### config.mk
export PLATFORM = sky130hd
export DESIGN_NAME = chkpt_top
export DESIGN_NICKNAME = d
export VERILOG_FILES = /design/src/logic/chkpt_pkg.sv /design/src/logic/group_table.sv /design/src/logic/chkpt_allocator.sv /design/src/logic/chkpt_freer.sv /design/src/logic/chkpt_manager.sv /design/src/logic/chkpt_top.sv
export SDC_FILE = /design/constraint.sdc
export NUM_CORES = 1
export LEC_CHECK = 0
export BUFFER_PORTS_ARGS = -buffer_cell sky130_fd_sc_hd__buf_2
export CORE_MARGIN = 3
export CORE_UTILIZATION = 40
export DETAILED_ROUTE_END_ITERATION = 12
export PLACE_DENSITY = 0.54
export SLEW_MARGIN = 15
export SYNTH_ARGS = -nofsm -noshare
export SYNTH_HDL_FRONTEND = slang
export SYNTH_SLANG_ARGS = --single-unit
### constraint.sdc
create_clock -name clk -period 4.61 [get_ports clk]
set_input_delay 1.383 -clock clk [delete_from_list [all_inputs] [get_ports clk]]
set_output_delay 1.383 -clock clk [all_outputs]
set_load 0.01 [all_outputs]
### src/logic/chkpt_pkg.sv
`default_nettype none

package chkpt_pkg;

	// Ring and checkpoint sizes.
	localparam int GROUP_COUNT = 8;
	localparam int CHKPT_COUNT = 8;

	localparam int GRP_W = $clog2(GROUP_COUNT);
	localparam int CNDX_W = $clog2(CHKPT_COUNT);

	// One extra bit so that ages compare correctly across a ring wrap.
	localparam int SEQ_W = GRP_W + 1;

	typedef logic [GRP_W-1:0] grp_ndx_t;
	typedef logic [CNDX_W-1:0] checkpt_ndx_t;
	typedef logic [SEQ_W-1:0] seq_t;

	// States of the checkpoint manager.
	typedef enum logic [2:0] {
		idle,
		alloc1,
		alloc2,
		set,
		backout
	} chkpt_state_t;

endpackage

`default_nettype wire

### src/logic/group_table.sv
`timescale 1ns/1ps
`default_nettype none

module group_table (
	input logic clk,
	input logic rst,
	input logic disp_valid,
	input logic disp_has_branch,
	output logic disp_ready,
	input logic commit_valid,
	output logic commit_ready,
	input logic setcp,
	input chkpt_pkg::grp_ndx_t setcp_grp,
	input chkpt_pkg::checkpt_ndx_t cndx,
	input logic bko_busy,
	input logic squash,
	input chkpt_pkg::grp_ndx_t miss_grp,
	output logic [chkpt_pkg::GROUP_COUNT-1:0] hdr_valid,
	output logic [chkpt_pkg::GROUP_COUNT-1:0] hdr_branch,
	output logic [chkpt_pkg::GROUP_COUNT-1:0] hdr_cndxv,
	output logic [chkpt_pkg::GROUP_COUNT*chkpt_pkg::CNDX_W-1:0] hdr_cndx,
	output logic [chkpt_pkg::GROUP_COUNT*chkpt_pkg::SEQ_W-1:0] hdr_sn,
	output chkpt_pkg::grp_ndx_t head,
	output chkpt_pkg::grp_ndx_t tail
);
	import chkpt_pkg::*;

	logic [GROUP_COUNT-1:0] valid;
	logic [GROUP_COUNT-1:0] branch;
	logic [GROUP_COUNT-1:0] cndxv;
	logic [GROUP_COUNT-1:0] younger;
	checkpt_ndx_t grp_cndx [GROUP_COUNT];
	seq_t grp_sn [GROUP_COUNT];
	seq_t next_sn;
	seq_t miss_sn;
	logic disp_fire;
	logic commit_fire;

	// Only one group may wait for its checkpoint, so dispatch stops while one does.
	assign disp_ready = !(|(valid & ~cndxv)) && !bko_busy && !squash && !valid[tail];
	assign commit_ready = valid[head] && cndxv[head] && !bko_busy && !squash;

	assign disp_fire = disp_valid && disp_ready;
	assign commit_fire = commit_valid && commit_ready;

	assign miss_sn = grp_sn[miss_grp];

	// A slot is younger than the miss group when its age difference is positive.
	always_comb begin
		seq_t age;
		for (int i = 0; i < GROUP_COUNT; i++) begin
			age = grp_sn[i] - miss_sn;
			younger[i] = (age != '0) && !age[SEQ_W-1];
		end
	end

	assign hdr_valid = valid;
	assign hdr_branch = branch;
	assign hdr_cndxv = cndxv;

	always_comb begin
		for (int i = 0; i < GROUP_COUNT; i++) begin
			hdr_cndx[i*CNDX_W +: CNDX_W] = grp_cndx[i];
			hdr_sn[i*SEQ_W +: SEQ_W] = grp_sn[i];
		end
	end

	always_ff @(posedge clk) begin
		if (rst) begin
			valid <= '0;
			cndxv <= '0;
			head <= '0;
			tail <= '0;
			next_sn <= '0;
		end else begin
			if (disp_fire) begin
				valid[tail] <= 1'b1;
				cndxv[tail] <= 1'b0;
				tail <= tail + 1'b1;
				next_sn <= next_sn + 1'b1;
			end
			if (setcp)
				cndxv[setcp_grp] <= 1'b1;
			if (commit_fire) begin
				valid[head] <= 1'b0;
				head <= head + 1'b1;
			end
			if (squash) begin
				valid <= valid & ~younger;
				tail <= miss_grp + 1'b1;
				next_sn <= miss_sn + 1'b1;
			end
		end
	end

	// The current index is stored at dispatch as a provisional value.
	always_ff @(posedge clk) begin
		if (disp_fire) begin
			branch[tail] <= disp_has_branch;
			grp_cndx[tail] <= cndx;
			grp_sn[tail] <= next_sn;
		end
		if (setcp)
			grp_cndx[setcp_grp] <= cndx;
	end

endmodule

`default_nettype wire

### src/logic/chkpt_allocator.sv
`timescale 1ns/1ps
`default_nettype none

module chkpt_allocator (
	input logic clk,
	input logic rst,
	input logic alloc_req,
	input logic cmt_free,
	input chkpt_pkg::checkpt_ndx_t cmt_chkpt,
	input logic bko_free,
	input chkpt_pkg::checkpt_ndx_t bko_chkpt,
	output chkpt_pkg::checkpt_ndx_t avail,
	output logic stall
);
	import chkpt_pkg::*;

	// One bit per checkpoint, set while the checkpoint is free.
	logic [CHKPT_COUNT-1:0] free_map;

	// Offer the lowest free checkpoint.
	always_comb begin
		avail = '0;
		for (int i = CHKPT_COUNT - 1; i >= 0; i--) begin
			if (free_map[i])
				avail = checkpt_ndx_t'(i);
		end
	end

	assign stall = ~|free_map;

	// Checkpoint 0 is the current index out of reset, so it starts in use.
	always_ff @(posedge clk) begin
		if (rst) begin
			free_map <= {{(CHKPT_COUNT - 1){1'b1}}, 1'b0};
		end else begin
			if (alloc_req)
				free_map[avail] <= 1'b0;
			if (cmt_free)
				free_map[cmt_chkpt] <= 1'b1;
			if (bko_free)
				free_map[bko_chkpt] <= 1'b1;
		end
	end

endmodule

`default_nettype wire

### src/logic/chkpt_freer.sv
`timescale 1ns/1ps
`default_nettype none

module chkpt_freer (
	input logic clk,
	input logic rst,
	input logic commit_fire,
	input chkpt_pkg::grp_ndx_t head,
	input logic [chkpt_pkg::GROUP_COUNT-1:0] hdr_valid,
	input logic [chkpt_pkg::GROUP_COUNT*chkpt_pkg::CNDX_W-1:0] hdr_cndx,
	input chkpt_pkg::checkpt_ndx_t cndx,
	output logic cmt_free,
	output chkpt_pkg::checkpt_ndx_t cmt_chkpt,
	output chkpt_pkg::grp_ndx_t freecp_grp
);
	import chkpt_pkg::*;

	grp_ndx_t next_grp;
	checkpt_ndx_t head_cndx;
	checkpt_ndx_t next_cndx;
	logic differs;

	assign next_grp = head + 1'b1;
	assign head_cndx = hdr_cndx[head*CNDX_W +: CNDX_W];

	// Valid groups are contiguous from the head, so a valid next slot is the successor.
	// With no successor the current index is the only other user.
	assign next_cndx = hdr_valid[next_grp] ? hdr_cndx[next_grp*CNDX_W +: CNDX_W] : cndx;
	assign differs = head_cndx != next_cndx;

	always_ff @(posedge clk) begin
		if (rst)
			cmt_free <= 1'b0;
		else
			cmt_free <= commit_fire && differs;
	end

	always_ff @(posedge clk) begin
		if (commit_fire) begin
			cmt_chkpt <= head_cndx;
			freecp_grp <= head;
		end
	end

endmodule

`default_nettype wire

### src/logic/chkpt_manager.sv
`timescale 1ns/1ps
`default_nettype none

module chkpt_manager (
	input logic clk,
	input logic rst,
	input logic [chkpt_pkg::GROUP_COUNT-1:0] hdr_valid,
	input logic [chkpt_pkg::GROUP_COUNT-1:0] hdr_branch,
	input logic [chkpt_pkg::GROUP_COUNT-1:0] hdr_cndxv,
	input logic [chkpt_pkg::GROUP_COUNT*chkpt_pkg::CNDX_W-1:0] hdr_cndx,
	input logic [chkpt_pkg::GROUP_COUNT*chkpt_pkg::SEQ_W-1:0] hdr_sn,
	input chkpt_pkg::grp_ndx_t tail,
	input logic restore,
	input chkpt_pkg::grp_ndx_t miss_grp,
	input chkpt_pkg::checkpt_ndx_t avail,
	input logic stall,
	output logic alloc_req,
	output logic setcp,
	output chkpt_pkg::grp_ndx_t setcp_grp,
	output logic alloc_chkpt,
	output chkpt_pkg::checkpt_ndx_t cndx,
	output logic bko_free,
	output chkpt_pkg::checkpt_ndx_t bko_chkpt,
	output logic bko_busy,
	output logic squash
);
	import chkpt_pkg::*;

	chkpt_state_t state;
	grp_ndx_t last_grp;
	grp_ndx_t gndx;
	grp_ndx_t pend_grp;
	grp_ndx_t restore_grp;
	checkpt_ndx_t prev_cndx;
	checkpt_ndx_t scan_cndx;
	seq_t scan_age;
	logic restore_pend;
	logic take_restore;
	logic scan_more;

	// Dispatch stalls while a group waits, so only the youngest group can be pending.
	assign last_grp = tail - 1'b1;

	// A restore waits for idle and for any squash in flight to finish.
	assign take_restore = (restore || restore_pend) && state == idle && !squash;
	assign restore_grp = restore_pend ? pend_grp : miss_grp;

	// During backout setcp_grp holds the miss group.
	assign scan_cndx = hdr_cndx[gndx*CNDX_W +: CNDX_W];
	assign scan_age = hdr_sn[gndx*SEQ_W +: SEQ_W] - hdr_sn[setcp_grp*SEQ_W +: SEQ_W];
	assign scan_more = hdr_valid[gndx] && scan_age != '0 && !scan_age[SEQ_W-1];

	assign alloc_req = state == alloc2 && !stall;

	always_ff @(posedge clk) begin
		if (rst) begin
			state <= idle;
			setcp <= 1'b0;
			alloc_chkpt <= 1'b0;
			cndx <= '0;
			bko_free <= 1'b0;
			bko_busy <= 1'b0;
			squash <= 1'b0;
			restore_pend <= 1'b0;
		end else begin
			setcp <= 1'b0;
			alloc_chkpt <= 1'b0;
			bko_free <= 1'b0;
			squash <= 1'b0;
			if (restore && !take_restore && !restore_pend)
				restore_pend <= 1'b1;
			case (state)
				idle: begin
					// The group stamped by setcp still shows cndxv low for this one cycle.
					if (take_restore) begin
						restore_pend <= 1'b0;
						cndx <= hdr_cndx[restore_grp*CNDX_W +: CNDX_W];
						bko_busy <= 1'b1;
						state <= backout;
					end else if (!squash && !setcp && hdr_valid[last_grp]
							&& !hdr_cndxv[last_grp]) begin
						state <= hdr_branch[last_grp] ? alloc1 : set;
					end
				end
				alloc1:
					state <= alloc2;
				alloc2: begin
					if (!stall) begin
						cndx <= avail;
						alloc_chkpt <= 1'b1;
						setcp <= 1'b1;
						state <= idle;
					end
				end
				set: begin
					setcp <= 1'b1;
					state <= idle;
				end
				backout: begin
					// Ends at the first slot that is not younger than the miss group.
					if (!scan_more) begin
						squash <= 1'b1;
						bko_busy <= 1'b0;
						state <= idle;
					end else if (hdr_cndxv[gndx] && scan_cndx != prev_cndx) begin
						bko_free <= 1'b1;
					end
				end
				default:
					state <= idle;
			endcase
		end
	end

	always_ff @(posedge clk) begin
		if (restore && !restore_pend)
			pend_grp <= miss_grp;
		if (state == idle && take_restore) begin
			setcp_grp <= restore_grp;
			gndx <= restore_grp + 1'b1;
			prev_cndx <= hdr_cndx[restore_grp*CNDX_W +: CNDX_W];
		end else if (state == idle && !squash) begin
			setcp_grp <= last_grp;
		end
		if (state == backout && scan_more) begin
			gndx <= gndx + 1'b1;
			if (hdr_cndxv[gndx] && scan_cndx != prev_cndx) begin
				bko_chkpt <= scan_cndx;
				prev_cndx <= scan_cndx;
			end
		end
	end

endmodule

`default_nettype wire

### src/logic/chkpt_top.sv
`timescale 1ns/1ps
`default_nettype none

module chkpt_top (
	input logic clk,
	input logic rst,
	input logic disp_valid,
	input logic disp_has_branch,
	output logic disp_ready,
	input logic commit_valid,
	output logic commit_ready,
	input logic restore,
	input chkpt_pkg::grp_ndx_t miss_grp,
	output logic setcp,
	output chkpt_pkg::grp_ndx_t setcp_grp,
	output logic alloc_chkpt,
	output chkpt_pkg::checkpt_ndx_t cndx,
	output logic freecp,
	output chkpt_pkg::grp_ndx_t freecp_grp
);
	import chkpt_pkg::*;

	logic [GROUP_COUNT-1:0] hdr_valid;
	logic [GROUP_COUNT-1:0] hdr_branch;
	logic [GROUP_COUNT-1:0] hdr_cndxv;
	logic [GROUP_COUNT*CNDX_W-1:0] hdr_cndx;
	logic [GROUP_COUNT*SEQ_W-1:0] hdr_sn;
	grp_ndx_t head;
	grp_ndx_t tail;
	logic commit_fire;
	logic alloc_req;
	logic bko_free;
	checkpt_ndx_t bko_chkpt;
	logic bko_busy;
	logic squash;
	logic cmt_free;
	checkpt_ndx_t cmt_chkpt;
	checkpt_ndx_t avail;
	logic stall;

	assign commit_fire = commit_valid && commit_ready;
	assign freecp = cmt_free || bko_free;

	// The manager holds the miss group on setcp_grp while it backs out.
	group_table group_table_inst (
		.clk(clk),
		.rst(rst),
		.disp_valid(disp_valid),
		.disp_has_branch(disp_has_branch),
		.disp_ready(disp_ready),
		.commit_valid(commit_valid),
		.commit_ready(commit_ready),
		.setcp(setcp),
		.setcp_grp(setcp_grp),
		.cndx(cndx),
		.bko_busy(bko_busy),
		.squash(squash),
		.miss_grp(setcp_grp),
		.hdr_valid(hdr_valid),
		.hdr_branch(hdr_branch),
		.hdr_cndxv(hdr_cndxv),
		.hdr_cndx(hdr_cndx),
		.hdr_sn(hdr_sn),
		.head(head),
		.tail(tail)
	);

	chkpt_manager chkpt_manager_inst (
		.clk(clk),
		.rst(rst),
		.hdr_valid(hdr_valid),
		.hdr_branch(hdr_branch),
		.hdr_cndxv(hdr_cndxv),
		.hdr_cndx(hdr_cndx),
		.hdr_sn(hdr_sn),
		.tail(tail),
		.restore(restore),
		.miss_grp(miss_grp),
		.avail(avail),
		.stall(stall),
		.alloc_req(alloc_req),
		.setcp(setcp),
		.setcp_grp(setcp_grp),
		.alloc_chkpt(alloc_chkpt),
		.cndx(cndx),
		.bko_free(bko_free),
		.bko_chkpt(bko_chkpt),
		.bko_busy(bko_busy),
		.squash(squash)
	);

	chkpt_allocator chkpt_allocator_inst (
		.clk(clk),
		.rst(rst),
		.alloc_req(alloc_req),
		.cmt_free(cmt_free),
		.cmt_chkpt(cmt_chkpt),
		.bko_free(bko_free),
		.bko_chkpt(bko_chkpt),
		.avail(avail),
		.stall(stall)
	);

	chkpt_freer chkpt_freer_inst (
		.clk(clk),
		.rst(rst),
		.commit_fire(commit_fire),
		.head(head),
		.hdr_valid(hdr_valid),
		.hdr_cndx(hdr_cndx),
		.cndx(cndx),
		.cmt_free(cmt_free),
		.cmt_chkpt(cmt_chkpt),
		.freecp_grp(freecp_grp)
	);

endmodule

`default_nettype wire

==> results of run 1 <==
[power by group]
| group | switching [mW] | leakage (nW) | total [mW] | internal, mW |
|---|---|---|---|---|
| combinational | 1.64 | 2.24 | 3.04 | 1.40 |
| sequential | 0.369 | 1.20 | 1.95 | 1.58 |
| clock | 0.562 | 0.263 | 1.31 | 0.752 |
[tightest hold or removal path, delay by kind of cell, from the launching register on]
family	cells	cell delay [ns]
flops	1	0.33
simple gates	1	0.06
compound gates	1	0.05
[cell usage in the layout, fill, tap and decap left out, types with 17 or more instances in the layout]
cell type	n
o21ai_0	23
buf_2	22
xor2_1	22
mux2_2	19
mux4_2	53
inv_1	42
nand2b_1	23
nor2_1	33
dfxtp_1	53
edfxtp_1	82
nand2_1	72
nand3_1	25
clkbuf_16	17
ha_1	32
a21oi_1	36
mux2i_1	31
[layer usage]
metal | GRT usage | wire length (µm) | vias to the layer above
met2 | 0.3169 | 10890 | 278
met3 | 0.04005 | 1624 | 38
met1 | 0.3017 | 10730 | 3211
met4 | 0.06122 | 463 | 0
met5 | 0 | 0 | -
li1 | - | - | 2808
[cell type report]
cell class / count / share of cell area
clock inverters: 15 / 0.01516
flip-flops and latches: 135 / 0.3713
inverters: 43 / 0.01701
well taps: 270 / 0.03560
clock buffers: 17 / 0.04483
multi-input cells: 516 / 0.4935
repair buffers: 36 / 0.02268
[flip-flops by register name (all words and copies together), names as in the netlist, 4 cells and up, named ones only]
signal                         count
group_table_inst.hdr_valid         8
group_table_inst.hdr_cndxv         8
group_table_inst.grp_cndx         24
chkpt_allocator_inst.free_map      8
group_table_inst.next_sn           4
group_table_inst.hdr_branch        8
group_table_inst.grp_sn           32
[logic make-up (layout without fill, tap and decap cells)]
group / after synthesis / after routing / synth area share
XOR/XNOR: 34 / 34 / 0.04939
AO/OA/AOI/OAI: 122 / 122 / 0.09512
buffers and inverters: 79 / 111 / 0.04208
multiplexers: 107 / 107 / 0.2070
flip-flops: 135 / 135 / 0.4115
adder cells (fa/ha/maj): 41 / 41 / 0.06780
AND/OR/NAND/NOR: 212 / 212 / 0.1271
[Yosys cell counts (4+ instances only)]
cell type	count	area [µm²]
a211oi_1	4	30.03
a21o_1	10	75.07
a21oi_1	36	180.2
a31oi_1	5	31.28
and3_1	4	25.02
buf_2	8	40.04
buf_4	4	30.03
clkbuf_1	17	63.81
dfxtp_1	53	1061
edfxtp_1	82	2462
fa_1	9	180.2
ha_1	32	400.4
inv_1	42	157.7
mux2_2	19	214.0
mux2i_1	32	320.3
mux4_2	53	1194
nand2_1	72	270.3
nand2b_1	23	143.9
nand3_1	25	125.1
nand4_1	12	75.07
nor2_1	33	123.9
nor2b_1	10	62.56
nor3_1	5	25.02
nor3b_1	4	30.03
nor4_1	4	25.02
o21ai_0	23	115.1
o221ai_1	9	78.83
o31ai_1	6	45.04
or3_1	5	31.28
xnor3_1	8	180.2
xor2_1	22	192.7
[worst paths after layout]
path | from | end | cells after the start
worst max-delay path | group_table_inst.tail[0]$_SDFFE_PP0P_ | disp_ready | 6
worst min-delay path | group_table_inst.hdr_cndxv[1]$_SDFF_PP0_ | group_table_inst.hdr_cndxv[1]$_SDFF_PP0_ | 2
worst max register to register | chkpt_manager_inst.gndx[0]$_DFFE_PP_ | chkpt_manager_inst.gndx[2]$_DFFE_PP_ | 12
worst min register to register | group_table_inst.hdr_cndxv[1]$_SDFF_PP0_ | group_table_inst.hdr_cndxv[1]$_SDFF_PP0_ | 2
[metrics by stage]
stage | area (µm²) | setup slack, ns | hold WS, ns | cells | utilization
floorplan | 8563 | 0.2267 | 0.4029 | 730 | -
global placement | 8921 | 0.6982 | 0.4825 | 1000 | 0.4325
detailed placement | 8921 | 0.6022 | 0.4871 | 1000 | 0.4325
CTS | 9490 | 0.5832 | 0.4968 | 1032 | 0.4601
global route | 9490 | 0.3689 | 0.5181 | 1032 | 0.4601
finish | 9490 | 0.5980 | 0.4946 | 1032 | 0.4601
==> reports/metrics.cfg, run 1 <==
[die]
die_w_um = 152.3
die_h_um = 152.3
core_um2 = 20620
rows = 52
die-area_um2 = 23200
num_io_pins = 23
start_util = 0.4152

[detailed_routing]
first_iter_violations = 565
drc = 0
viasPerCell = 6.139
detail-route-antenna-nets = 0
vias = 6335
drt-wirelength-per-cell_um = 22.98
drt-total-wl_mm = 23.71
firstDrtPassIters = 5

[synth]
postSynthCellCount = 730
avgSynthCellArea_um2 = 11.73
ys_types = 73
yosysSeqAreaShare = 0.4115
syn-num-nets = 780
syn_area_um2 = 8563
async_reset_ff_frac = 0
ys.flop_type = edfxtp_1
synth_seq_cells = 135
yosys_warnings = 0
synth-edff-count = 82

[cells_and_area]
regArea_um2 = 3523
nFillCells = 1864
diodes = 0
final_nets = 799
drive_gt1_frac = 0.2047
multi_input_area_um2 = 4683
syn_to_final_growth_pct = 10.83

[worst_setup_path]
cp.required_ns = 3.23
crit_fanout = 10
cp-start-kind = register
arrival_ns = 2.63
cp_top_family = simple AND/OR/NAND/NOR gates
crit_slowest_cell = dfxtp_1
r2r_setup_slack_ns = 0.62
critPathKind = register to primary output
crit_chain = nor2_1 -> and3_1 -> nor4_4 -> nand2_1 -> inv_1 -> buf_2
cp-end-kind = primary output
slowest_delay_ns = 0.72
worst-path-buf-inv = 2

[global_route]
antenna_found_initial = 0
overflow = 0
grt_max_degree = 45
grt_pass1_vias = 6322
grt_first_pass_wirelength_mm = 37.49
track_usage = 0.2074

[sta]
clock.fmax_ghz = 0.2493
fin_skew_ns = 0.01046
maxSlewHeadroom = 0.3254
fin_crit_sh = 0.8703
finalHoldViolations = 0
setup_tns_ns = 0
min_period_ns = 4.012
worst_pin_slew_ns = 1.005
rsz0062_at_grt = no
setup_viol = 0
slew_violations = 0

[power_and_ir_drop]
p_per_area_nw_per_um2 = 664.4
vdd_ir_drop_max_v = 0.0003296
power_mw = 6.306
leakagePower_nw = 3.698

[outcome]
outcome = finished, final reports clean

[run]
cap_viol_max_count = 0

[clock_tree]
clockRootBuffer = clkbuf_16
htreeDepth = 4
cts_tree = done
cts_setup_buffers = 0
clk_pin_slew_worst_paths_ns = 0.06
ctsLongestPathBuffers = 2
postCtsHoldBufs = 0
post_cts_resized = 0
clkLatencyLatePin_ns = 0.43
cts_buffers = 17
cts.sinks = 135

[placed_design]
dp_hpwl_mm = 18.11
gp_congestion = 0.8791
place.port_buffers = 22

[hold_path]
min_path_type = register to register

Power figures use the tool's default switching activity.
==> run 2: changes to the inputs <==
- ABC_AREA: not set -> 1
==> reports/metrics.cfg, run 2 <==
[hold_path]
whs_path_depth = 2  ; unchanged
min_from = group_table_inst.hdr_cndxv[0]$_SDFF_PP0_
min_path_type = register to register
hold_end = group_table_inst.hdr_cndxv[0]$_SDFF_PP0_

[detailed_routing]
vias = 8377  ; +32%
drt-wirelength-per-cell_um = 19.15  ; -17%
viasPerCell = 5.508  ; -10%
drt-total-wl_mm = 29.13  ; +23%
drc = 0  ; unchanged
wl_met3_mm = 2.051  ; +26%
detail-route-antenna-nets = 0  ; unchanged
wl_met2_mm = 12.37  ; +14%
firstDrtPassIters = 5  ; unchanged
first_iter_violations = 782  ; +38%
topRoutingLayerUsed = met4
met1_length_mm = 14.29  ; +33%

[worst_setup_path]
cp.required_ns = 4.80  ; +1.57 ns
crit_fanout = 22  ; +12
critPathKind = register to register
cp-start-kind = register
cp_common_cell = nand2_1
rr_worst_depth = 19  ; +7
worst-path-buf-inv = 3  ; +1
r2r_setup_slack_ns = 0.86  ; +0.24 ns
r2r-end = chkpt_manager_inst.gndx[2]$_DFFE_PP_
crit_slowest_cell = edfxtp_1
slowest_delay_ns = 0.78  ; +0.06 ns
cp-end-kind = register
arrival_ns = 3.94  ; +1.31 ns
crit_chain = inv_1 -> nor2_1 -> o22ai_1 -> a311oi_1 -> ha_1 -> a21o_1 -> nand2_1 -> nand2_1 -> nand2_1 -> nand3_2 -> nand2_2 -> nand3_4 -> nand2_1 -> o21ai_2 -> inv_2 -> ha_1 -> inv_1 -> nand3_1 -> nand2_1
r2r-start = chkpt_manager_inst.setcp_grp[0]$_DFFE_PN_
cp_top_family = simple AND/OR/NAND/NOR gates

[die]
num_io_pins = 23  ; unchanged
rows = 54  ; +3.8%
die-area_um2 = 24400  ; +5.2%
die_w_um = 156.2  ; +2.6%
start_util = 0.4098  ; -0.005397
die_h_um = 156.2  ; +2.6%
core_um2 = 22030  ; +6.8%

[cells_and_area]
syn_to_final_growth_pct = 9.287
multi_input_area_um2 = 4588  ; -2.0%
diodes = 0  ; unchanged
largest-register = group_table_inst.grp_sn
final_common_cell = nand2_1
final_cell_mix = nand2_1 (293), inv_1 (159), nand3_1 (132), a21oi_1 (91), edfxtp_1 (82)
top_regs = group_table_inst.grp_sn x32, group_table_inst.grp_cndx x24
nFillCells = 2282  ; +22%
regArea_um2 = 3525  ; about the same
final_nets = 1278  ; +60%
drive_gt1_frac = 0.08139  ; -0.1233
largest_register_ffs = 32  ; unchanged
stdcell_count = 1521  ; +47%

[clock_tree]
htreeDepth = 4  ; unchanged
cts_buffers = 17  ; unchanged
postCtsHoldBufs = 0  ; unchanged
cts.sinks = 135  ; unchanged
clk_pin_slew_worst_paths_ns = 0.06  ; about the same
post_cts_resized = 0  ; unchanged
cts_tree = done
clkLatencyLatePin_ns = 0.43  ; about the same
cts_setup_buffers = 0  ; unchanged
ctsLongestPathBuffers = 2  ; unchanged
clockRootBuffer = clkbuf_16

[global_route]
grt_max_degree = 47  ; +4.4%
grt_first_pass_wirelength_mm = 45.06  ; +20%
track_usage = 0.2420  ; +0.03460
antenna_found_initial = 0  ; unchanged
overflow = 0  ; unchanged
grt_pass1_vias = 7490  ; +18%

[synth]
synth_top_cell_by_area = edfxtp_1
ys_types = 44  ; -40%
yosysMostFrequentCell = nand2_1
ys.flop_type = edfxtp_1
yosys_warnings = 0  ; unchanged
postSynthCellCount = 1232  ; +69%
avgSynthCellArea_um2 = 7.326  ; -38%
async_reset_ff_frac = 0  ; unchanged
synth_top_area_share = 0.2728  ; -0.01475
yosysSeqAreaShare = 0.3904  ; -0.02110
synth_common_cells = nand2_1 (293), inv_1 (159), nand3_1 (132)
synthTopCellsByArea = edfxtp_1 (27%), nand2_1 (12%), dfxtp_1 (12%)
syn-num-nets = 1282  ; +64%
synth_seq_cells = 135  ; unchanged
synth-edff-count = 82  ; unchanged
syn_area_um2 = 9026  ; +5.4%

[sta]
clock.fmax_ghz = 0.2663  ; +6.8%
rsz0062_at_grt = no
setup_viol = 0  ; unchanged
fin_skew_ns = 0.01102  ; +0.0005550 ns
finalHoldViolations = 0  ; unchanged
min_period_ns = 3.755  ; -0.2571 ns
fin_crit_sh = 0.8145  ; -0.05578
worst_pin_slew_ns = 1.070  ; +0.06531 ns
setup_tns_ns = 0  ; unchanged
maxSlewHeadroom = 0.2838  ; -0.04168
slew_violations = 0  ; unchanged

[run]
cap_viol_max_count = 0  ; unchanged

[placed_design]
place.port_buffers = 22  ; unchanged
gp_congestion = 0.9547  ; +8.6%
dpl.cell_count = 1489  ; +49%
dp_hpwl_mm = 22.15  ; +22%

[power_and_ir_drop]
p_per_area_nw_per_um2 = 717.2  ; +7.9%
vdd_ir_drop_max_v = 0.0003541  ; +7.4%
leakagePower_nw = 4.384  ; +19%

[outcome]
outcome = finished, final reports clean

run 2: cell types whose count changed after synthesis, sizes merged, moves of 16 or more:
cell    previous run  this run
nand3             25       134
nand2b            23         0
o211ai             0        36
o21ai             24       105
nand2             73       296
nor2              33        78
inv               43       174
buf               19        35
a21oi             36        92
mux2              22         0
nand4             12        34
mux2i             32         0
mux4              53         0
run 2: metrics by stage:
| stage | instance area, µm² | utilization | setup WS (ns) | power (mW) | hold WS [ns] |
|---|---|---|---|---|---|
| floorplan | 9026 | - | 1.323 | 4.595 | 0.4314 |
| global placement | 9271 | 0.4209 | 1.002 | 5.623 | 0.4508 |
| detailed placement | 9271 | 0.4209 | 0.9578 | 5.661 | 0.4596 |
| CTS | 9864 | 0.4479 | 0.8966 | 7.062 | 0.4689 |
| global route | 9864 | 0.4479 | 0.5529 | 7.701 | 0.5062 |
| finish | 9864 | 0.4479 | 0.8551 | 7.074 | 0.4735 |
run 2: worst max path at each step:
stage                                              startpoint                              endpoint  depth (start not counted)
global placement    chkpt_manager_inst.setcp_grp[0]$_DFFE_PN_  chkpt_manager_inst.gndx[2]$_DFFE_PP_                         19
detailed placement  chkpt_manager_inst.setcp_grp[0]$_DFFE_PN_  chkpt_manager_inst.gndx[2]$_DFFE_PP_                         19
CTS                     group_table_inst.tail[0]$_SDFFE_PP0P_                            disp_ready                          5
global route        chkpt_manager_inst.setcp_grp[0]$_DFFE_PN_  chkpt_manager_inst.gndx[2]$_DFFE_PP_                         19
finish              chkpt_manager_inst.setcp_grp[0]$_DFFE_PN_  chkpt_manager_inst.gndx[2]$_DFFE_PP_                         19
floorplan                chkpt_manager_inst.gndx[0]$_DFFE_PP_  chkpt_manager_inst.gndx[2]$_DFFE_PP_                         24
run 2: final cells by class:
class	count	area share
inverters	174	0.06621
flip-flops and latches	135	0.3573
repair buffers	28	0.01573
well taps	280	0.03551
multi-input cells	872	0.4651
clock inverters	13	0.01408
clock buffers	19	0.04604
run 2: worst register-to-register path, stage by stage (launching register included):
cell	delay, ns
edfxtp_1	0.78
inv_1	0.34
nor2_1	0.16
o22ai_1	0.10
a311oi_1	0.45
ha_1	0.34
a21o_1	0.18
nand2_1	0.06
nand2_1	0.07
nand2_1	0.09
nand3_2	0.08
nand2_2	0.12
nand3_4	0.17
nand2_1	0.14
o21ai_2	0.07
inv_2	0.06
ha_1	0.16
inv_1	0.04
nand3_1	0.07
nand2_1	0.05
run 2: logic make-up (layout without fill, tap and decap cells):
kind of cell,after synthesis,in the layout,synth area share
AOI/OAI and AO/OA,252,252,0.1564
xor gates and xnor gates,12,12,0.01164
adders and majority gates,41,41,0.06432
buffers and inverters,225,234,0.1013
DFF,135,135,0.3904
and+or+nand+nor,567,567,0.2760
run 2: power breakdown:
group	total (mW)	switching (mW)	internal [mW]	leakage (nW)
clock	1.39	0.601	0.791	0.285
combinational	3.70	2.47	1.23	2.91
sequential	1.98	0.389	1.59	1.19
run 2: metal layers:
metal / vias to the layer above / track usage
met5: - / 0
met4: 0 / 0.05502
met3: 36 / 0.04535
met2: 318 / 0.3520
met1: 3879 / 0.3721
li1: 4144 / -
